### src/source/hdd_request_seq.sv
// Requests arriving before the host ack rises merge into the running transfer
module hdd_request_seq (
	input  logic clk_sys,
	input  logic dd_reset,
	input  logic hdd_read,
	input  logic hdd_write,
	input  logic hdd_ack,
	output logic hdd_rd,
	output logic hdd_wr,
	output logic cpu_wait
);

	logic rd_pending;
	logic wr_pending;
	logic ack_q;
	logic ack_rise;
	logic ack_fall;
	logic rd_want;
	logic wr_want;

	assign ack_rise = hdd_ack & ~ack_q;
	assign ack_fall = ~hdd_ack & ack_q;

	// A fresh pulse counts as pending in the same cycle
	assign rd_want = rd_pending | hdd_read;
	assign wr_want = wr_pending | hdd_write;

	always_ff @(posedge clk_sys) begin
		if (dd_reset) begin
			ack_q <= 1'b0;
		end else begin
			ack_q <= hdd_ack;
		end
	end

	// ========================================================================
	// Sequencer, cpu_wait is the busy state
	// ========================================================================
	always_ff @(posedge clk_sys) begin
		if (dd_reset) begin
			rd_pending <= 1'b0;
			wr_pending <= 1'b0;
			hdd_rd     <= 1'b0;
			hdd_wr     <= 1'b0;
			cpu_wait   <= 1'b0;
		end else if (!cpu_wait) begin
			rd_pending <= rd_want;
			wr_pending <= wr_want;
			if (rd_want | wr_want) begin
				hdd_rd   <= rd_want;
				hdd_wr   <= wr_want;
				cpu_wait <= 1'b1;
			end
		end else if (ack_rise) begin
			// Host took the request, anything new from here on is the next one
			rd_pending <= hdd_read;
			wr_pending <= hdd_write;
			hdd_rd     <= 1'b0;
			hdd_wr     <= 1'b0;
		end else begin
			rd_pending <= rd_want;
			wr_pending <= wr_want;
			if (ack_fall) begin
				cpu_wait <= 1'b0;
			end
		end
	end

	// The CPU is always held while a request is presented to the host
	a_req_holds_cpu: assert property (@(posedge clk_sys) disable iff (dd_reset)
		(hdd_rd || hdd_wr) |-> cpu_wait);

	a_reset_releases: assert property (@(posedge clk_sys)
		dd_reset |=> !cpu_wait);

endmodule

### config.mk
export PLATFORM = sky130hd
export DESIGN_NAME = hdd_request_seq
export DESIGN_NICKNAME = d
export VERILOG_FILES = /design/src/source/hdd_request_seq.sv
export SDC_FILE = /design/constraint.sdc
export NUM_CORES = 1
export LEC_CHECK = 0
export BUFFER_PORTS_ARGS = -buffer_cell sky130_fd_sc_hd__buf_2
export CAP_MARGIN = 0
export CELL_PAD_IN_SITES_DETAIL_PLACEMENT = 1
export CELL_PAD_IN_SITES_GLOBAL_PLACEMENT = 2
export CORE_AREA = 2 2 39 41
export DETAILED_ROUTE_END_ITERATION = 8
export DIE_AREA = 0 0 41 43
export PLACE_DENSITY = 0.62
export SYNTH_ARGS = -nofsm -noshare
export SYNTH_HDL_FRONTEND = slang
export SYNTH_SLANG_ARGS = --single-unit
### constraint.sdc
create_clock -name clk_sys -period 2.38 [get_ports clk_sys]
set_clock_uncertainty 0.2 [all_clocks]
set_input_delay 0.238 -clock clk_sys [delete_from_list [all_inputs] [get_ports clk_sys]]
set_output_delay 0.238 -clock clk_sys [all_outputs]
set_load 0.005 [all_outputs]
---- Word-level counts from Yosys, hierarchy flattened ----
Index checks and enable logic that the tools add are counted.
word-level totals
  flip-flop bits (word level) ............. 6
  bits in latches ......................... 0
  RAM bits ................................ 0
  ROM bits ................................ 0
  input bits .............................. 5
  output and inout bits ................... 3
  memories kept ........................... 0
cells by class
  add/subtract/negate cells ............... 0
  multiply operators ...................... 0
  div/mod/pow operators ................... 0
  order comparisons ....................... 0
  eq/ne operators ......................... 1
  shift-type cells ........................ 0
  mux-type cells .......................... 13
  bitwise gates (word level) .............. 7
  reduce and logical (&&, ||, !) cells .... 2
operator list
  cell                                                    count
  two-way mux 1 bit                                       13
  OR 1 bit                                                3
  AND 1 bit                                               2
  inequality test 2 x 1 -> 1 bit (second input constant)  1
  inverter 1 bit                                          2
  AND reduction 2 bit                                     1
  nonzero test 2 bit                                      1

---- Depth between registers and ports, before layout ----
  depth in word-level cells ............... 5
  depth in mapped cells ................... 4
  depth with buffers taken out ............ 3

---- Least setup slack after synthesis ----
OpenSTA, ideal clock, no wires.
  path type ............................... register to register
  start point ............................. register cpu_wait
  end point ............................... register hdd_wr
  setup time .............................. 0.074 ns
  data arrival time ....................... 1.046 ns
  data required time ...................... 2.106 ns
  slack ................................... 1.060 ns
  cell stages (with the launch flop) ...... 4
  period minus slack after synthesis ...... 1.320 ns
  cells stage by stage .................... dfxtp_1 clkbuf_2 or4b_1 a31oi_1
between the ends
  longest elaborated chain between the ends .. 2
RTL lines
  element                                                                                       RTL line  RTL
  from (decl)                                                                                   10        output logic cpu_wait
  from (signal assigned)                                                                        45        cpu_wait <= 1'b0;
  from (signal assigned)                                                                        52        cpu_wait <= 1'b1;
  from (signal assigned)                                                                        64        cpu_wait <= 1'b0;
  inequality test 2 x 1 -> 1 bit (no source line) / nonzero test 2 bit (equally long branches)  --
  AND reduction 2 bit (no source line)                                                          --
  to (signal assigned)                                                                          51        hdd_wr <= wr_want;
  to (decl)                                                                                     9         output logic hdd_wr,
Parallel ways exist; a longest one is shown, timed or not.
A chain may end at the register's enable or synchronous reset.

---- Final worst setup path ----
  start point ............................. register cpu_wait
  end point ............................... output port cpu_wait
No word-level cell between the ends.

==> impl_metrics.tcl <==
set metrics [dict create \
    p_per_area_nw_per_um2 753.4 \
    critPathRequiredTime_ns 1.94 \
    synth.ff_latch_count 6 \
    cts_tree "built" \
    r2r.worst_path.cells 2 \
    crit_chain "buf_2" \
    synth_top_family_by_area "simple AND/OR/NAND/NOR gates" \
    final_common_cell "buf_2" \
    port_buffers 7 \
    yosysWarnings 0 \
    timing.hold.ws_ns 0.02753 \
    drcViolationCount 0 \
    start_util_pct 17.27 \
    synth-simple-area-share_pct 29.84 \
    rows 14 \
    gp_congestion 0.6804 \
    dr.first_iter.drc_count 3 \
    slew_headroom_pct 78.86 \
    grt_pass1_wl_um 910 \
    worstSetupStartpointType "register" \
    antenna_found_initial 0 \
    yosys.area.top_type_share_pct 50.26 \
    insertedDiodeCount 0 \
    path_class "register to output pin" \
    layout-area-overhead-vs-synth_pct 30.37 \
    hold_violations 0 \
    grt_use_total_pct 8.543 \
    netlist_area_um2 239.0 \
    clock_path_buffers 2 \
    worstSetupEndpointType "output pin" \
    hold_path.class "input pin to register" \
    wirelength_um 542 \
    grt_max_degree 11 \
    layout-drive-gt1-share_pct 28.57 \
    postCtsResizedCells 0 \
    die_w_um 41 \
    timing.rr.start "cpu_wait" \
    synth_fa_ha_area_share_pct 0 \
    dr.pass1.iters 4 \
    leakage_nw 0.1281 \
    critical_path.startpoint "cpu_wait" \
    grt_pass1_vias 209 \
    wl_per_cell_um 10.63 \
    fmax_ghz 0.7573 \
    slowest_delay_ns 0.47 \
    min_period_ns 1.320 \
    path_clk_slew_ns 0.05 \
    cts_root_buf "clkbuf_4" \
    nets 42 \
    cp_slowest_cell "dfxtp_1" \
    min_period_over_period_pct 55.48 \
    arrival_ns 0.88 \
    io_pins 8 \
    cp.depth 1 \
    cpLargestDelayFamily "flip-flops" \
    path_max_fanout 10 \
    dp_hpwl_um 431.1 \
    synthCells 26 \
    status "complete, no violations" \
    tns_ns 0 \
    vias 234 \
    dieArea_um2 1763 \
    vias_per_cell 4.588 \
    cp-endpoint "cpu_wait" \
    core_um2 1384 \
    yosysSeqAreaShare_pct 50.26 \
    power_mw 0.2347 \
    postCtsSetupBuffers 0 \
    insertion_delay_ns 0.25 \
    die_y_um 43 \
    cts_sinks 6 \
    drv_cap 0 \
    synth_area_leaders "dfxtp_1 (50%), nand3b_1 (6.3%), nor2_1 (6.3%)" \
    synth-compound-area-share_pct 16.23 \
    ir_drop_v 0.0003007 \
    tightest_slew_ns 0.3128 \
    rsz0062_at_grt "no" \
    rrSetupSlack_ns 1.09 \
    synth_area_leader_cell "dfxtp_1" \
    setup_viol_count_final 0 \
    final_antenna_net_count 0 \
    synthXorXnorAreaFrac_pct 0 \
    final_cell_mix "buf_2 (7), dfxtp_1 (6), nor2_1 (4)" \
    muxShareOfSynthArea_pct 0 \
    overflow 0 \
    ys_types 14 \
    ctsHoldBuffers 0 \
    ctsHtreeMaxLevel 1 \
    final_max_slew_viol_count 0 \
    r2r-end "hdd_wr" \
    syn_avg_cell_area_um2 9.192 \
    critPathBufInv 1 \
    cts_buffers 3 \
    synth_nets 31 \
]
==> Yosys cell counts <==
master and n:
a31oi_1 2, nand2b_1 1, a21oi_1 2, dfxtp_1 6
inv_1 1, clkbuf_2 1, nand3_1 2, nor2_1 4
or2_1 1, a311oi_1 1, nor4b_1 1, o21bai_1 1
nand3b_1 2, or4b_1 1
==> where the power goes <==
part / total, mW / internal, mW / switching [mW]
clock network: 0.0952 / 0.0571 / 0.0380
logic: 0.0242 / 0.0128 / 0.0114
registers: 0.115 / 0.109 / 0.00684
total: 0.235 / 0.178 / 0.0562
==> how the worst min path moves through the flow <==
| stage | depth (start not counted) | startpoint | slack, ns | endpoint |
|---|---|---|---|---|
| floorplan | 1 | dd_reset | 0.10 | ack_q |
| global placement | 1 | ack_q | 0.25 | cpu_wait |
| detailed placement | 1 | ack_q | 0.28 | cpu_wait |
| CTS | 3 | hdd_write | 0.03 | wr_pending |
| global route | 2 | dd_reset | 0.05 | ack_q |
| finish | 3 | hdd_write | 0.03 | wr_pending |
==> state kept, by name, indices dropped and copies added, names as in the netlist <==
name and count:
rd_pending 1, hdd_rd 1, cpu_wait 1, hdd_wr 1, wr_pending 1, ack_q 1
==> per-stage QoR <==
step           worst slack (ns)  std cells  cell area, µm²  utilization (%)
6_report                  1.060         51           311.5            22.51
5_1_grt                   1.009         51           311.5            22.51
4_1_cts                   1.050         51           311.5            22.51
3_5_place_dp              1.075         48           289.0            20.89
3_3_place_gp              1.084         48           289.0            20.89
2_1_floorplan             1.060         26           239.0                -
==> metal layers <==
| layer | GRT usage [%] | up-vias | share of wire [%] |
|---|---|---|---|
| met1 | 10.00 | 110 | 43 |
| li1 | - | 113 | - |
| met2 | 9.375 | 7 | 43 |
| met4 | 10.00 | 0 | 5.2 |
| met5 | 0 | - | 0 |
| met3 | 4.712 | 4 | 7.9 |
==> final cells by class <==
class	instances	area, µm²
inverters	1	3.754
flip-flops and latches	6	120.1
fillers	170	1072
clock buffers	3	22.52
multi-input cells	18	110.1
repair buffers	7	35.03
well taps	16	20.02
==> logic make-up (layout without fill, tap and decap cells) <==
logic type	after synthesis	in the layout
and+or+nand+nor	12	12
AOI/OAI and AO/OA	6	6
buffers and inverters	2	11
DFF	6	6
Note: power is estimated with default switching activity, not from simulation.
