==> src/source/apple2_glue_pkg.sv <==
// Field positions assume the 32-bit menu status word layout of the Apple II+ core menu
package apple2_glue_pkg;

	// ========================================================================
	// Menu status word
	// ========================================================================
	localparam int STATUS_W = 32;

	// Single-bit fields
	localparam int ST_COLD_RESET     = 0;
	localparam int ST_CPU_6502       = 5;
	localparam int ST_JOY_SWAP       = 6;
	localparam int ST_TEXT_COMPOSITE = 21;

	// Low bit of each 2-bit field
	localparam int ST_PDL_LO     = 17;
	localparam int ST_SCREEN_LO  = 19;
	localparam int ST_PALETTE_LO = 24;
	localparam int ST_SLOT4_LO   = 28;
	localparam int ST_SLOT5_LO   = 30;

	localparam int MODE_W = 2;

	// Display mode 0 is the colour monitor
	localparam logic [MODE_W-1:0] SCREEN_COLOR = 2'd0;

	// Slot card codes, in menu order
	localparam logic [MODE_W-1:0] SLOT4_SOUND   = 2'd0;
	localparam logic [MODE_W-1:0] SLOT4_MOUSE   = 2'd1;
	localparam logic [MODE_W-1:0] SLOT5_RAMCARD = 2'd0;
	localparam logic [MODE_W-1:0] SLOT5_SOUND   = 2'd1;
	localparam logic [MODE_W-1:0] SLOT5_MOUSE   = 2'd2;

	// Paddle-as-analog selection
	localparam logic [MODE_W-1:0] PDL_X = 2'd1;
	localparam logic [MODE_W-1:0] PDL_Y = 2'd2;

	// ========================================================================
	// Memory, joystick and media
	// ========================================================================
	localparam int BYTE_W      = 8;
	localparam int MAIN_ADDR_W = 18;
	localparam int MAIN_DEPTH  = 196608;
	localparam int AUX_ADDR_W  = 16;
	localparam int AUX_DEPTH   = 65536;

	localparam int JOY_W     = 16;
	localparam int JOY_DIG_W = 6;

	localparam int IMG_SIZE_W = 64;

	// Bit index of each medium in img_mounted
	localparam int MEDIA_FD1 = 0;
	localparam int MEDIA_HDD = 1;
	localparam int MEDIA_FD2 = 2;

endpackage

==> src/source/media_mount_tracker.sv <==
// img_size and img_readonly are only sampled in the cycle of an img_mounted pulse
module media_mount_tracker (
	input  logic                                    clk_sys,
	input  logic                                    dd_reset,
	input  logic [apple2_glue_pkg::MEDIA_FD2:0]    img_mounted,
	input  logic [apple2_glue_pkg::IMG_SIZE_W-1:0] img_size,
	input  logic                                    img_readonly,
	output logic [1:0]                              disk_mount,
	output logic [1:0]                              disk_change,
	output logic                                    hdd_mounted,
	output logic                                    hdd_protect
);

	logic has_image;

	// Zero size means the image was ejected
	assign has_image = |img_size;

	always_ff @(posedge clk_sys) begin
		if (dd_reset) begin
			disk_mount  <= 2'b00;
			disk_change <= 2'b00;
			hdd_mounted <= 1'b0;
		end else begin
			if (img_mounted[apple2_glue_pkg::MEDIA_FD1]) begin
				disk_mount[0]  <= has_image;
				disk_change[0] <= ~disk_change[0];
			end
			if (img_mounted[apple2_glue_pkg::MEDIA_FD2]) begin
				disk_mount[1]  <= has_image;
				disk_change[1] <= ~disk_change[1];
			end
			if (img_mounted[apple2_glue_pkg::MEDIA_HDD]) begin
				hdd_mounted <= has_image;
			end
		end
	end

	// Write protect of the hard disk image
	always_ff @(posedge clk_sys) begin
		if (img_mounted[apple2_glue_pkg::MEDIA_HDD]) begin
			hdd_protect <= img_readonly;
		end
	end

endmodule

==> config.mk <==
export PLATFORM = sky130hd
export DESIGN_NAME = media_mount_tracker
export DESIGN_NICKNAME = d
export VERILOG_FILES = /design/src/source/apple2_glue_pkg.sv /design/src/source/media_mount_tracker.sv
export SDC_FILE = /design/constraint.sdc
export NUM_CORES = 1
export LEC_CHECK = 0
export ABC_CLOCK_PERIOD_IN_PS = 1500
export BUFFER_PORTS_ARGS = -buffer_cell sky130_fd_sc_hd__buf_4
export CORE_UTILIZATION = 23
export CTS_BUF_LIST = sky130_fd_sc_hd__clkbuf_8
export DETAILED_ROUTE_END_ITERATION = 6
export PLACE_DENSITY = 0.83
export REMOVE_ABC_BUFFERS = 1
export SLEW_MARGIN = 20
export SYNTH_ARGS = -nofsm -noshare
export SYNTH_HDL_FRONTEND = slang
export SYNTH_SLANG_ARGS = --single-unit
==> constraint.sdc <==
create_clock -name clk_sys -period 1.5 [get_ports clk_sys]
set_input_delay 0.225 -clock clk_sys [delete_from_list [all_inputs] [get_ports clk_sys]]
set_output_delay 0.225 -clock clk_sys [all_outputs]
set_load 0.005 [all_outputs]
# Word-level counts from Yosys, hierarchy flattened
# Cells that the tools add are included.
dict set report word_totals {
  latchBits 0
  rom_bits 0
  register_bits 6
  memories 0
  in_bits 70
  mem_bits_rw 0
}
dict set report op_classes {
  n_addsub 0
  div 0
  n_bitwise 2
  n_reduce_logical 1
  n_eq_ne 0
  shift 0
  mux 0
  order_cmp 0
  mul 0
}
# op n
set ops {}
lappend ops {{$reduce_or A64 Y1} 1}
lappend ops {{$not A1 Y1} 2}

# Logic depth before layout (Yosys ltp)
# Gate-level depths: netlist (run 1).
dict set report logic_depth {
  word_depth 1
  ltp_mapped 4
  depth_no_buf 4
}

# Least setup slack after synthesis (run 1)
# OpenSTA, ideal clock, no wires.
dict set report synth_timing {
  path_kind {input to register}
  from {in img_size[10] (netlist bit)}
  to {reg disk_mount[0]}
  slack_ns 0.321
  stages 4
  arrival_time_ns 1.047
  t_required_ns 1.368
  path_cell_list {nor4_1 -> nand4_1 -> nor4_2 -> a211oi_1}
}
dict set report synth_via {
  elab_chain_cells 1
}
# item line_no
set synth_rtl {}
lappend synth_rtl {{start, declared} media_mount_tracker.sv:6} ;# input logic [apple2_glue_pkg::IMG_SIZE_W-1:0] img_size,
lappend synth_rtl {{$reduce_or A64 Y1} media_mount_tracker.sv:17} ;# assign has_image = |img_size;
lappend synth_rtl {{end signal, assigned} media_mount_tracker.sv:26} ;# disk_mount[0] <= has_image;
lappend synth_rtl {{end, declared} media_mount_tracker.sv:8} ;# output logic [1:0] disk_mount,
# No other way between the ends.
# A chain may end at the register's enable or synchronous reset.

# Worst setup path after layout (run 1)
dict set report layout_timing {
  from {in img_size[10] (netlist bit)}
  to {reg hdd_mounted}
}
dict set report layout_via {
  elab_chain_cells 1
}
# item line_no
set layout_rtl {}
lappend layout_rtl {{$reduce_or A64 Y1} media_mount_tracker.sv:17}
lappend layout_rtl {{end signal, assigned} media_mount_tracker.sv:34} ;# hdd_mounted <= has_image;
lappend layout_rtl {{end, declared} media_mount_tracker.sv:10} ;# output logic hdd_mounted,
# No other way between the ends.

==> flow_metrics.tcl, run 1 <==
set metrics [dict create \
    clock-skew-final_ps 0 \
    worst_slack_ps 252 \
    vdd_drop_max_mv 0.369 \
    final_common_cell "buf_4" \
    cts_root_buf "clkbuf_8" \
    dp_slack_ps 35.0 \
    antenna_cells 0 \
    remaining_drc_errors 0 \
    p_per_area_nw_per_um2 643 \
    cts_tree "yes" \
    insertion_delay_ps 210 \
    finalHoldViolations 0 \
    synth_top_area_frac 0.301 \
    num_vias 644 \
    drive_above_1_share 0.690 \
    placed_area_um2 915 \
    cp.required_ps 1580 \
    die_w_um 40.0 \
    whs_ps 187 \
    yosys.area.top_type "dfxtp_1" \
    finalCritPeriodShare 0.832 \
    fin_crit_ps 1250 \
    arrival_ps 1330 \
    setup_tns_ps 0 \
    track_usage 0.234 \
    hold_buffers 0 \
    ctsHtreeMaxLevel 1 \
    cts.sinks 6 \
    clkTransAtPathRegs_ps 40 \
    finalMaxSlewViolations 0 \
    die_y_um 40.0 \
    grt_pass1_vias 625 \
    regArea_um2 130 \
    synth_area_leaders "dfxtp_1 30%, nor4_1 28%, edfxtp_1 9.0%" \
    cts_resized 0 \
    rsz0062_at_grt "false" \
    setup_viol 0 \
    synth.yosys.seq_area_share 0.391 \
    grt_max_degree 6 \
    drt-wirelength-per-cell_um 13.5 \
    antenna_found_initial 0 \
    worst_pin_slew_ps 358 \
    clockBufferDepth 2 \
    yosysWarningCount 0 \
    die-area_um2 1600 \
    ant_nets 0 \
    gp_congestion 0.715 \
    dr.pass1.iters 2 \
    avgSynthCellArea_um2 9.00 \
    netlist_instances 37 \
    grt_overflow 0 \
    post_cts_buffers 0 \
    area_growth_syn_to_layout_pct 188 \
    final_cell_mix "75 x buf_4, 15 x nor4_1, 5 x nor2_1, 5 x dfxtp_1, 4 x nand4_1" \
    synth_cell_types 8 \
    status "completed" \
    path_class "primary input to flip-flop" \
    dpl.hpwl_um 1560 \
    viasPerCell 4.92 \
    leakage_nw 0.466 \
    worst-path-max-fanout 3 \
    io_buffers 75 \
    fmax_mhz 801 \
    ys_ff_latch 6 \
    grt_pass1_wl_um 2460 \
    cp-end-kind "flip-flop" \
    finalPower_uw 617 \
    first_iter_violations 8 \
    relSlewSlack 0.759 \
    start_kind "primary input" \
    multiInputGateArea_um2 203 \
    fillCellCount 108 \
    postLayoutCellArea_um2 960 \
    row_count 13 \
    drv_cap 0 \
    totalWireLength_um 1760 \
    nets 187 \
    min_path_type "primary input to flip-flop" \
    synth_area_um2 333 \
    ioPinCount 76 \
    start_util 0.253 \
    cts_buffers 3 \
    core_um2 1320 \
]
[state kept, by name (all words and copies together), names as in the netlist]
signal       count
disk_change      2
disk_mount       2
hdd_protect      1
hdd_mounted      1
[metrics by stage]
step	utilization	std cells
after CTS	0.728	131
after detailed placement	0.694	127
after floorplan	-	37
after global placement	0.694	127
after global routing	0.728	131
final	0.728	131
[synth_stat cells]
library cell,instances
xnor2_1,2
nor4_1,15
nor4_2,2
dfxtp_1,5
a211oi_1,3
nor2_1,5
edfxtp_1,1
nand4_1,4
[path summary, 6_finish.rpt]
check           startpoint             to  slack (ps)  cells past startpoint
min reg2reg  disk_mount[1]  disk_mount[1]         490                      2
min           img_readonly    hdd_protect         190                      1
max reg2reg    hdd_mounted    hdd_mounted         790                      2
max           img_size[10]    hdd_mounted         250                      5
[critical path, stage by stage]
cell and delay, ps:
buf_4 110, nor4_1 300, nand4_1 150, nor4_2 410, a211oi_1 140
[where the power goes]
part / leakage [nW] / switching (mW) / internal, mW
combinational: 0.388 / 0.0467 / 0.142
clock: 0.0269 / 0.0665 / 0.176
sequential: 0.0516 / 0.00794 / 0.179
[cell families (layout without fill, tap and decap cells)]
group | count (synthesis) | after routing | synth area share
AO/OA/AOI/OAI | 3 | 3 | 0.0677
XOR/XNOR | 2 | 2 | 0.0526
buffers and inverters | 0 | 79 | 0
flip-flops | 6 | 6 | 0.391
AND/OR/NAND/NOR | 26 | 26 | 0.489
[layer usage]
| layer | track usage | wire length (µm) |
|---|---|---|
| met1 | 0.205 | 557 |
| met2 | 0.500 | 1050 |
| met3 | 0.0389 | 145 |
| met4 | 0.0862 | 12 |
| met5 | 0 | 0 |
[layout make-up]
type                    instances  area share
multi-input cells              31       0.211
clock inverters                 1     0.00391
flip-flops and latches          6       0.136
repair buffers                 75       0.587
clock buffers                   3      0.0430
well taps                      15      0.0196
No activity file was read; power rests on OpenSTA's default activity.
==> run 2, diff against run 1 <==
ABC_CLOCK_PERIOD_IN_PS = 1200   (was 1500)
clock period = 1.2 ns   (was 1.5 ns; I/O delays follow)
==> run 2 against run 1 <==
The flow now finishes with violations (setup timing); sequential power grew 25%; global-route usage grew 1.8 points; cell area grew 12%; combinational power grew 47%.
==> flow_metrics.tcl, run 2 (synthesized netlist as in run 1, its figures left out) <==
set metrics [dict create \
    cts_buffers 3 \
    startpoint "img_size[39]" \
    violations "setup timing" \
    drive_above_1_share 0.776 \
    start_kind "primary input" \
    leakage_nw 0.500 \
    dr.pass1.iters 4 \
    hold_start "img_readonly" \
    antenna_found_initial 0 \
    die-area_um2 1600 \
    grt_pass1_wl_um 2590 \
    postLayoutCellArea_um2 1070 \
    post_cts_buffers 0 \
    num_vias 691 \
    setup_viol 3 \
    whs_ps 134 \
    vdd_drop_max_mv 0.432 \
    track_usage 0.251 \
    core_um2 1320 \
    largestRegisters "disk_change x2, disk_mount x2" \
    min_path_type "primary input to flip-flop" \
    ant_nets 0 \
    placed_area_um2 915 \
    area_growth_syn_to_layout_pct 223 \
    totalWireLength_um 2270 \
    drv_cap 0 \
    cp.required_ps 1290 \
    dpl.hpwl_um 1610 \
    cts_tree "yes" \
    dpl.cell_count 127 \
    row_count 13 \
    final_common_cell "buf_4" \
    grt_max_degree 6 \
    die_w_um 40.0 \
    fin_crit_ps 1260 \
    worst_slack_ps -58.8 \
    nets 187 \
    drt-wirelength-per-cell_um 17.3 \
    final_cell_mix "70 x buf_4, 7 x nor4_1, 6 x nor4_2" \
    gp_congestion 0.731 \
    worst-path-max-fanout 3 \
    antenna_cells 0 \
    cts.sinks 6 \
    relSlewSlack 0.789 \
    clkTransAtPathRegs_ps 40 \
    ctsHtreeMaxLevel 1 \
    grt_overflow 0 \
    path_class "primary input to flip-flop" \
    ioPinCount 76 \
    finalHoldViolations 0 \
    worst_pin_slew_ps 314 \
    remaining_drc_errors 0 \
    finalMaxSlewViolations 0 \
    insertion_delay_ps 230 \
    status "finished with violations" \
    setup_tns_ps -140 \
    viasPerCell 5.27 \
    p_per_area_nw_per_um2 766 \
    die_y_um 40.0 \
    grt_pass1_vias 651 \
    cts_root_buf "clkbuf_8" \
    clock-skew-final_ps 0 \
    final_cells 131 \
    finalCritPeriodShare 1.05 \
    reg2reg_from "disk_mount[0]" \
    rsz0062_at_grt "true" \
    cp-end-kind "flip-flop" \
    start_util 0.253 \
    r2r_slack_ps 540 \
    fmax_mhz 794 \
    first_iter_violations 7 \
    arrival_ps 1350 \
    io_buffers 75 \
    clockBufferDepth 2 \
]
[run 2: cell counts in the layout (fill, tap and decap cells not counted)]
No cell type changed its count.
[run 2: critical path, cell delays in order]
cell and delay (ps):
buf_4 120, nor4_4 270, nand4_1 230, nor4_4 420, a211oi_2 120
[run 2: where the power goes]
part | total (mW) | leakage (nW) | switching (mW) | internal, mW
registers | 0.234 | 0.0516 | 0.0104 | 0.223
clock network | 0.312 | 0.0269 | 0.0921 | 0.220
logic | 0.276 | 0.421 | 0.0851 | 0.191
total | 0.823 | 0.499 | 0.188 | 0.635
[run 2: layout make-up]
cell class                      instances  area [µm²]
Clock buffer                            3        41.3
Fill cell                              81         244
Sequential cell                         6         130
Clock inverter                          1        3.75
Multi-Input combinational cell         31         298
Tap cell                               15        18.8
Timing Repair Buffer                   75         582
[run 2: metrics by stage]
stage,utilization,worst slack (ps),total power [mW]
2_1_floorplan,-,65.5,0.264
3_3_place_gp,0.694,-150,0.465
3_5_place_dp,0.694,-195,0.474
4_1_cts,0.728,26.8,0.790
5_1_grt,0.815,-91.7,0.862
6_report,0.815,-58.8,0.823
[run 2: what timing repair did]
| action | CTS | global route |
|---|---|---|
| setup endpoints to repair | 0 | 3 |
| resized for setup | 0 | 19 |
| hold buffers | 0 | 0 |
[run 2: worst paths after layout]
kind              endpoint  cells past startpoint
max reg2reg  disk_mount[0]                      2
min            hdd_protect                      1
max          disk_mount[0]                      5
min reg2reg    hdd_mounted                      2
[run 2: per-layer routing]
metal | global-route usage | wire length [µm]
met5 | 0 | 0
met4 | 0.0862 | 59
met3 | 0.0556 | 184
met2 | 0.544 | 1370
met1 | 0.210 | 658
