$ cat src/source/apple2_glue_pkg.sv
// Field positions assume the 32-bit menu status word layout of the Apple II+ core menu
package apple2_glue_pkg;

	// ========================================================================
	// Menu status word
	// ========================================================================
	localparam int STATUS_W = 32;

	// Single-bit fields
	localparam int ST_COLD_RESET     = 0;
	localparam int ST_CPU_6502       = 5;
	localparam int ST_JOY_SWAP       = 6;
	localparam int ST_TEXT_COMPOSITE = 21;

	// Low bit of each 2-bit field
	localparam int ST_PDL_LO     = 17;
	localparam int ST_SCREEN_LO  = 19;
	localparam int ST_PALETTE_LO = 24;
	localparam int ST_SLOT4_LO   = 28;
	localparam int ST_SLOT5_LO   = 30;

	localparam int MODE_W = 2;

	// Display mode 0 is the colour monitor
	localparam logic [MODE_W-1:0] SCREEN_COLOR = 2'd0;

	// Slot card codes, in menu order
	localparam logic [MODE_W-1:0] SLOT4_SOUND   = 2'd0;
	localparam logic [MODE_W-1:0] SLOT4_MOUSE   = 2'd1;
	localparam logic [MODE_W-1:0] SLOT5_RAMCARD = 2'd0;
	localparam logic [MODE_W-1:0] SLOT5_SOUND   = 2'd1;
	localparam logic [MODE_W-1:0] SLOT5_MOUSE   = 2'd2;

	// Paddle-as-analog selection
	localparam logic [MODE_W-1:0] PDL_X = 2'd1;
	localparam logic [MODE_W-1:0] PDL_Y = 2'd2;

	// ========================================================================
	// Memory, joystick and media
	// ========================================================================
	localparam int BYTE_W      = 8;
	localparam int MAIN_ADDR_W = 18;
	localparam int MAIN_DEPTH  = 196608;
	localparam int AUX_ADDR_W  = 16;
	localparam int AUX_DEPTH   = 65536;

	localparam int JOY_W     = 16;
	localparam int JOY_DIG_W = 6;

	localparam int IMG_SIZE_W = 64;

	// Bit index of each medium in img_mounted
	localparam int MEDIA_FD1 = 0;
	localparam int MEDIA_HDD = 1;
	localparam int MEDIA_FD2 = 2;

endpackage

$ cat src/source/joystick_map.sv
// Paddle codes other than X and Y leave both analog bytes on the stick
module joystick_map (
	input  logic                                   clk_sys,
	input  logic                                   swap_axes,
	input  logic [apple2_glue_pkg::MODE_W-1:0]    paddle_sel,
	input  logic [apple2_glue_pkg::JOY_DIG_W-1:0] joystick_dig,
	input  logic [apple2_glue_pkg::JOY_W-1:0]     joystick_ana,
	input  logic [apple2_glue_pkg::BYTE_W-1:0]    paddle,
	output logic [apple2_glue_pkg::JOY_DIG_W-1:0] joy_dig,
	output logic [apple2_glue_pkg::JOY_W-1:0]     joy_an
);

	localparam int BW = apple2_glue_pkg::BYTE_W;

	logic [BW-1:0]                         pdl;
	logic [apple2_glue_pkg::JOY_W-1:0]     joys;
	logic [apple2_glue_pkg::JOY_W-1:0]     joya;
	logic [apple2_glue_pkg::JOY_DIG_W-1:0] dig_mask;

	// Paddle reads are centred around 0x80 on the Apple side
	assign pdl = {~paddle[BW-1], paddle[BW-2:0]};

	// Host word has the axes in the opposite byte order unless swapped in the menu
	assign joys = swap_axes ? joystick_ana : {joystick_ana[BW-1:0], joystick_ana[2*BW-1:BW]};

	assign joya[2*BW-1:BW] = (paddle_sel == apple2_glue_pkg::PDL_X) ? pdl : joys[2*BW-1:BW];
	assign joya[BW-1:0]    = (paddle_sel == apple2_glue_pkg::PDL_Y) ? pdl : joys[BW-1:0];

	// Digital directions are ignored on an axis that is deflected
	assign dig_mask = {2'b11, {2{~|joys[BW-1:0]}}, {2{~|joys[2*BW-1:BW]}}};

	always_ff @(posedge clk_sys) begin
		joy_an  <= joya;
		joy_dig <= joystick_dig & dig_mask;
	end

endmodule

$ cat config.mk
export PLATFORM = sky130hd
export DESIGN_NAME = joystick_map
export DESIGN_NICKNAME = d
export VERILOG_FILES = /design/src/source/apple2_glue_pkg.sv /design/src/source/joystick_map.sv
export SDC_FILE = /design/constraint.sdc
export NUM_CORES = 1
export LEC_CHECK = 0
export ABC_AREA = 0
export BUFFER_PORTS_ARGS = -buffer_cell sky130_fd_sc_hd__clkbuf_2
export CELL_PAD_IN_SITES_DETAIL_PLACEMENT = 0
export CELL_PAD_IN_SITES_GLOBAL_PLACEMENT = 1
export CORE_ASPECT_RATIO = 1.2
export CORE_UTILIZATION = 30
export DETAILED_ROUTE_END_ITERATION = 8
export GPL_TIMING_DRIVEN = 0
export PLACE_DENSITY_LB_ADDON = 0.12
export RECOVER_POWER = 25
export SLEW_MARGIN = 0
export SYNTH_ARGS = -nofsm -noshare
export SYNTH_HDL_FRONTEND = slang
export SYNTH_SLANG_ARGS = --single-unit
$ cat constraint.sdc
create_clock -name clk_sys -period 0.8 [get_ports clk_sys]
set_input_delay 0.16 -clock clk_sys [delete_from_list [all_inputs] [get_ports clk_sys]]
set_output_delay 0.16 -clock clk_sys [all_outputs]
set_load 0.005 [all_outputs]
Word level (Yosys, flattened, before mapping)
Cells that the tools add are included. W data, S select, Z words.

Add/subtract/negate cells: 0. Multiply operators: 0. Div/mod/pow operators: 0. Magnitude comparators: 0. Equality and inequality tests: 2. Shift-type cells: 0. Mux-type cells: 3. Bitwise gates (word level): 2. Reductions and logical operators: 4.

Operators by type and width (number): $mux W16 (1); $mux W8 (2); $reduce_or A8 Y1 (2); $and A6 B6 Y6 (1); $eq A2 B1 Y1 const B (1); $eq A2 B2 Y1 const B (1); $logic_not A1 Y1 (2); $not A1 Y1 (1).

Bits in registers: 22. Bits in latches: 0. Bits in writable memories: 0. ROM bits: 0. Bits of input ports: 34. Memories kept: 0.

Logic depth before layout (Yosys ltp)
Depth after elaboration: 4. Gate-level depth with buffers: 4. Depth with buffers taken out: 3.

Worst setup path after synthesis
OpenSTA, ideal clock, no wires.

Kind: input to register. Start point: in paddle_sel[0] (netlist name). End point: reg joy_an[0] (netlist name). Library setup time: 0.124 ns. Arrival time: 0.641 ns. Data required time: 0.676 ns. Slack: 0.035 ns. Stages: 4. Path buffers: 1. Path through: and2b_1 > buf_4 > nand2_1 > o21ai_0.

Longest elaborated chain between the ends: 2.

RTL lines: start: declaration (line joystick_map.sv:5) `input logic [apple2_glue_pkg::MODE_W-1:0] paddle_sel,`; $eq A2 B2 Y1 (line joystick_map.sv:27) `assign joya[BW-1:0] = (paddle_sel == apple2_glue_pkg::PDL_Y) ? pdl : joys[BW-1:0];`; $mux W8 (line joystick_map.sv:27); net joya, one bit (line joystick_map.sv:17) `logic [apple2_glue_pkg::JOY_W-1:0] joya;`; end signal: assignment (line joystick_map.sv:33) `joy_an <= joya;`; end: declaration (line joystick_map.sv:10) `output logic [apple2_glue_pkg::JOY_W-1:0] joy_an`.

The timed path passes the listed nets, and every way through them passes these cells.

Worst setup path in the final report
Start point: reg joy_an[1] (netlist name). End point: out joy_an[1] (netlist name).

No word-level cell between the ends.

==> flow_summary.html <==
<table>
<tr><th>Metric</th><th>Value</th></tr>
<tr><th colspan="2">Placement</th></tr>
<tr><td>DP Worst Slack</td><td>-0.324 ns</td></tr>
<tr><td>Half-perimeter wire length after detailed placement</td><td>1780 um</td></tr>
<tr><td>Total of buffers placed on input and output ports</td><td>55</td></tr>
<tr><td>Final weighted congestion in routability-driven placement</td><td>0.723</td></tr>
<tr><th colspan="2">Status</th></tr>
<tr><td>Violations in the final reports</td><td>negative setup slack</td></tr>
<tr><td>Outcome</td><td>finished with violations</td></tr>
<tr><th colspan="2">Route</th></tr>
<tr><td>Iteration count of the initial detailed-routing pass</td><td>3</td></tr>
<tr><td>Aggregate routed wire length</td><td>2370 um</td></tr>
<tr><td>Number of remaining DRC errors</td><td>0</td></tr>
<tr><td>DR iter-0 viols</td><td>8</td></tr>
<tr><td>Vias per cell</td><td>4.69</td></tr>
<tr><td>Via count</td><td>854</td></tr>
<tr><td>Detail-routed net length per standard cell</td><td>13.0 um</td></tr>
<tr><td>Final ANT Viol Nets</td><td>0</td></tr>
<tr><th colspan="2">Clock network</th></tr>
<tr><td>Clock buffers created by TritonCTS</td><td>3</td></tr>
<tr><td>Clock transition time at the flip-flop clock pins of the worst setup and hold paths</td><td>0.12 ns</td></tr>
<tr><td>Number of H-tree branching levels</td><td>1</td></tr>
<tr><td>CTS Root Cell</td><td>sky130_fd_sc_hd__clkbuf_4</td></tr>
<tr><td>Number of buffers on the longest clock path</td><td>2</td></tr>
<tr><td>Clock tree sinks</td><td>22</td></tr>
<tr><td>CTS tree</td><td>done</td></tr>
<tr><th colspan="2">Timing</th></tr>
<tr><td>Final critical-path required period</td><td>0.902 ns</td></tr>
<tr><td>Worst setup slack after layout</td><td>-0.102 ns</td></tr>
<tr><td>Setup repair after global routing missed its margin</td><td>true</td></tr>
<tr><td>Number of hold-slack violations in the final timing report</td><td>0</td></tr>
<tr><td>Finish-stage setup viols</td><td>22</td></tr>
<tr><td>Number of slew-limit violations in the final report</td><td>0</td></tr>
<tr><td>Relative slew slack</td><td>80.6%</td></tr>
<tr><td>Slew at the pin with the worst max-slew slack</td><td>0.289 ns</td></tr>
<tr><td>Peak clock frequency supported by timing</td><td>1.11 GHz</td></tr>
<tr><td>Share of the cycle needed by the critical path after routing</td><td>113%</td></tr>
<tr><th colspan="2">Logic synthesis</th></tr>
<tr><td>Simple-gate area share of the yosys netlist</td><td>20.5%</td></tr>
<tr><td>Yosys reg bits</td><td>22</td></tr>
<tr><td>Most used standard cell by instance count after synthesis</td><td>sky130_fd_sc_hd__dfxtp_1</td></tr>
<tr><td>Syn. warnings</td><td>0</td></tr>
<tr><td>Area share of the leading cell type in the synthesized netlist</td><td>47.2%</td></tr>
<tr><td>Leading post-synthesis cells by instance count</td><td>sky130_fd_sc_hd__dfxtp_1 (22), sky130_fd_sc_hd__mux2i_1 (14), sky130_fd_sc_hd__nand2_1 (14), sky130_fd_sc_hd__o21ai_0 (9), sky130_fd_sc_hd__o21ai_1 (5)</td></tr>
<tr><td>Cell count after synthesis</td><td>88</td></tr>
<tr><td>Biggest area contributors in the synthesized netlist</td><td>sky130_fd_sc_hd__dfxtp_1 (47%), sky130_fd_sc_hd__mux2i_1 (15%), sky130_fd_sc_hd__nor4_4 (9.1%), sky130_fd_sc_hd__nand2_1 (5.6%), sky130_fd_sc_hd__o21ai_0 (4.8%)</td></tr>
<tr><td>Cell Area, Synth</td><td>932 um2</td></tr>
<tr><td>Mean instance size in the synthesized netlist</td><td>10.6 um2</td></tr>
<tr><td>Compound-Gate Fraction of Synth Area</td><td>13.4%</td></tr>
<tr><td>Largest area contributor in the netlist</td><td>sky130_fd_sc_hd__dfxtp_1</td></tr>
<tr><td>Post-synthesis mux area share</td><td>15.0%</td></tr>
<tr><td>Top_reg_cell synth</td><td>sky130_fd_sc_hd__dfxtp_1</td></tr>
<tr><td>Count of unique library cells instantiated by Yosys</td><td>17</td></tr>
<tr><td>Synthesized Nets</td><td>122</td></tr>
<tr><td>Fraction of the yosys area taken by sequential cells</td><td>47.2%</td></tr>
<tr><td>Proportion of synthesized flip-flops having asynchronous set or reset</td><td>0%</td></tr>
<tr><td>Largest family of logic cells by synthesized area</td><td>simple AND/OR/NAND/NOR gates</td></tr>
<tr><td>Number of synthesized flops with an enable pin</td><td>0</td></tr>
<tr><td>Adder-cell share of the synthesized area</td><td>0%</td></tr>
<tr><td>XOR/XNOR Fraction of Synth Area</td><td>0%</td></tr>
<tr><th colspan="2">Critical path</th></tr>
<tr><td>Number of buffers and inverters on the critical path</td><td>1</td></tr>
<tr><td>Cell with the largest stage delay on the worst path</td><td>sky130_fd_sc_hd__dfxtp_2</td></tr>
<tr><td>Critical Path Fanout Max</td><td>1</td></tr>
<tr><td>Endpoint arrival time on the critical path</td><td>0.74 ns</td></tr>
<tr><td>CP Data Required Time</td><td>0.64 ns</td></tr>
<tr><td>Critical Path, Cell by Cell</td><td>buf_6</td></tr>
<tr><td>Type of element launching the critical path</td><td>register</td></tr>
<tr><td>Worst Setup Path Type</td><td>reg -&gt; out</td></tr>
<tr><td>Longest individual stage delay on the worst path</td><td>0.34 ns</td></tr>
<tr><td>Nature of the critical path endpoint</td><td>output pin</td></tr>
<tr><td>Kind of cell with the highest combined delay on the critical path</td><td>flip-flops</td></tr>
<tr><th colspan="2">Floorplanning</th></tr>
<tr><td>Total I/O pin count</td><td>56</td></tr>
<tr><td>Starting density of the core</td><td>32.5%</td></tr>
<tr><td>Height of the die</td><td>63.1 um</td></tr>
<tr><td>Width of the chip</td><td>52.9 um</td></tr>
<tr><td>Die footprint</td><td>3330 um2</td></tr>
<tr><td>Placement row count</td><td>21</td></tr>
<tr><td>Core area</td><td>2860 um2</td></tr>
<tr><th colspan="2">Global routing</th></tr>
<tr><td>Overflow after GRT</td><td>0</td></tr>
<tr><td>Total routing resource utilization after global routing</td><td>14.9%</td></tr>
<tr><td>Initial antenna violation count</td><td>0</td></tr>
<tr><td>Global-route wire length before repair</td><td>3680 um</td></tr>
<tr><td>Via count of the first global-routing pass</td><td>849</td></tr>
<tr><td>Largest net degree at the start of global routing</td><td>12</td></tr>
<tr><th colspan="2">Cells and area</th></tr>
<tr><td>Final core utilization</td><td>46.3%</td></tr>
<tr><td>Final net count</td><td>184</td></tr>
<tr><td>Fraction of final layout cells with drive strength greater than 1</td><td>54.7%</td></tr>
<tr><td>Post-synthesis to final-layout area growth</td><td>42.1%</td></tr>
<tr><td>Number of antenna diodes</td><td>0</td></tr>
<tr><th colspan="2">Pwr</th></tr>
<tr><td>Max VDD drop</td><td>0.882 mV</td></tr>
<tr><td>LEAKAGE</td><td>0.628 nW</td></tr>
<tr><td>Areal power density over the cells</td><td>1610 nW/um2</td></tr>
<tr><th colspan="2">Run</th></tr>
<tr><td>Number of violations of the max-capacitance limit</td><td>0</td></tr>
<tr><th colspan="2">Hold path</th></tr>
<tr><td>Min-delay worst type</td><td>in -&gt; reg</td></tr>
</table>
[routing by layer]
| layer | wire length (um) | track usage (%) |
|---|---|---|
| met2 | 1250 | 25.8 |
| met5 | 0 | 0 |
| met3 | 143 | 2.90 |
| met1 | 957 | 17.0 |
| met4 | 20 | 6.91 |
[power by group]
| group | switching [W] | internal, W | total [W] |
|---|---|---|---|
| logic | 0.000207 | 0.000222 | 0.000429 |
| registers | 0.0000225 | 0.00119 | 0.00121 |
| clock network | 0.000321 | 0.000175 | 0.000496 |
[flip-flops by register name (all words and copies together), names as in the netlist]
| register | flops |
|---|---|
| joy_an | 16 |
| joy_dig | 6 |
[cells by family (layout without fill, tap and decap cells)]
group	count (synthesis)	count (layout)
and+or+nand+nor	26	26
DFF	22	22
buffers and inverters	4	64
muxes	14	14
AOI/OAI and AO/OA	22	22
[placed cells by master (no fill, tap or decap)]
master                          instances
sky130_fd_sc_hd__nor4_2                 1
sky130_fd_sc_hd__a21boi_0               1
sky130_fd_sc_hd__o21ai_0                9
sky130_fd_sc_hd__nand3_1                2
sky130_fd_sc_hd__nor2b_4                1
sky130_fd_sc_hd__clkbuf_2              52
sky130_fd_sc_hd__dlygate4sd3_1          2
sky130_fd_sc_hd__clkbuf_4               3
sky130_fd_sc_hd__and2b_1                1
sky130_fd_sc_hd__dfxtp_1                8
sky130_fd_sc_hd__a21oi_1                2
sky130_fd_sc_hd__a211oi_1               2
sky130_fd_sc_hd__dfxtp_2               14
sky130_fd_sc_hd__buf_6                  5
sky130_fd_sc_hd__nor2b_1                2
sky130_fd_sc_hd__buf_2                  1
sky130_fd_sc_hd__nand3b_1               2
sky130_fd_sc_hd__nand2_1               14
sky130_fd_sc_hd__buf_4                  1
sky130_fd_sc_hd__o21ai_1                5
sky130_fd_sc_hd__mux2i_1               14
sky130_fd_sc_hd__nor4_4                 3
sky130_fd_sc_hd__a21boi_1               3
[final timing paths]
check / start / to / slack [ns] / depth (start not counted)
max: joy_an[1]$_DFF_P_ / joy_an[1] / -0.10 / 1
min: paddle[7] / joy_an[15]$_DFF_P_ / 0.04 / 2
[stage by stage]
stage                     cell area (um2)  instances  setup TNS (ns)  total power, W  hold WS [ns]
final                                1330        182           -1.93         0.00214        0.0391
after global routing                 1330        182           -2.95         0.00227        0.0274
after CTS                            1290        182           -2.42         0.00217        0.0230
after detailed placement             1250        177           -5.03         0.00165         0.264
after global placement               1250        177           -5.05         0.00164         0.266
after floorplan                       932         88               0         0.00140         0.188
[layout make-up]
cell class | count | area, um2
multi-input combinational | 62 | 453
fill | 292 | 1540
buffer | 4 | 35.0
sequential | 22 | 458
timing repair buffer | 57 | 314
clock buffer | 3 | 22.5
tap | 34 | 42.5
[what timing repair did]
item	CTS	global route
setup buffers	0	0
hold buffers	2	0
endpoints found under the setup margin	22	30
endpoints found under the hold margin	2	0
gates resized for setup	1	20
(Power assumes the default switching activity.)
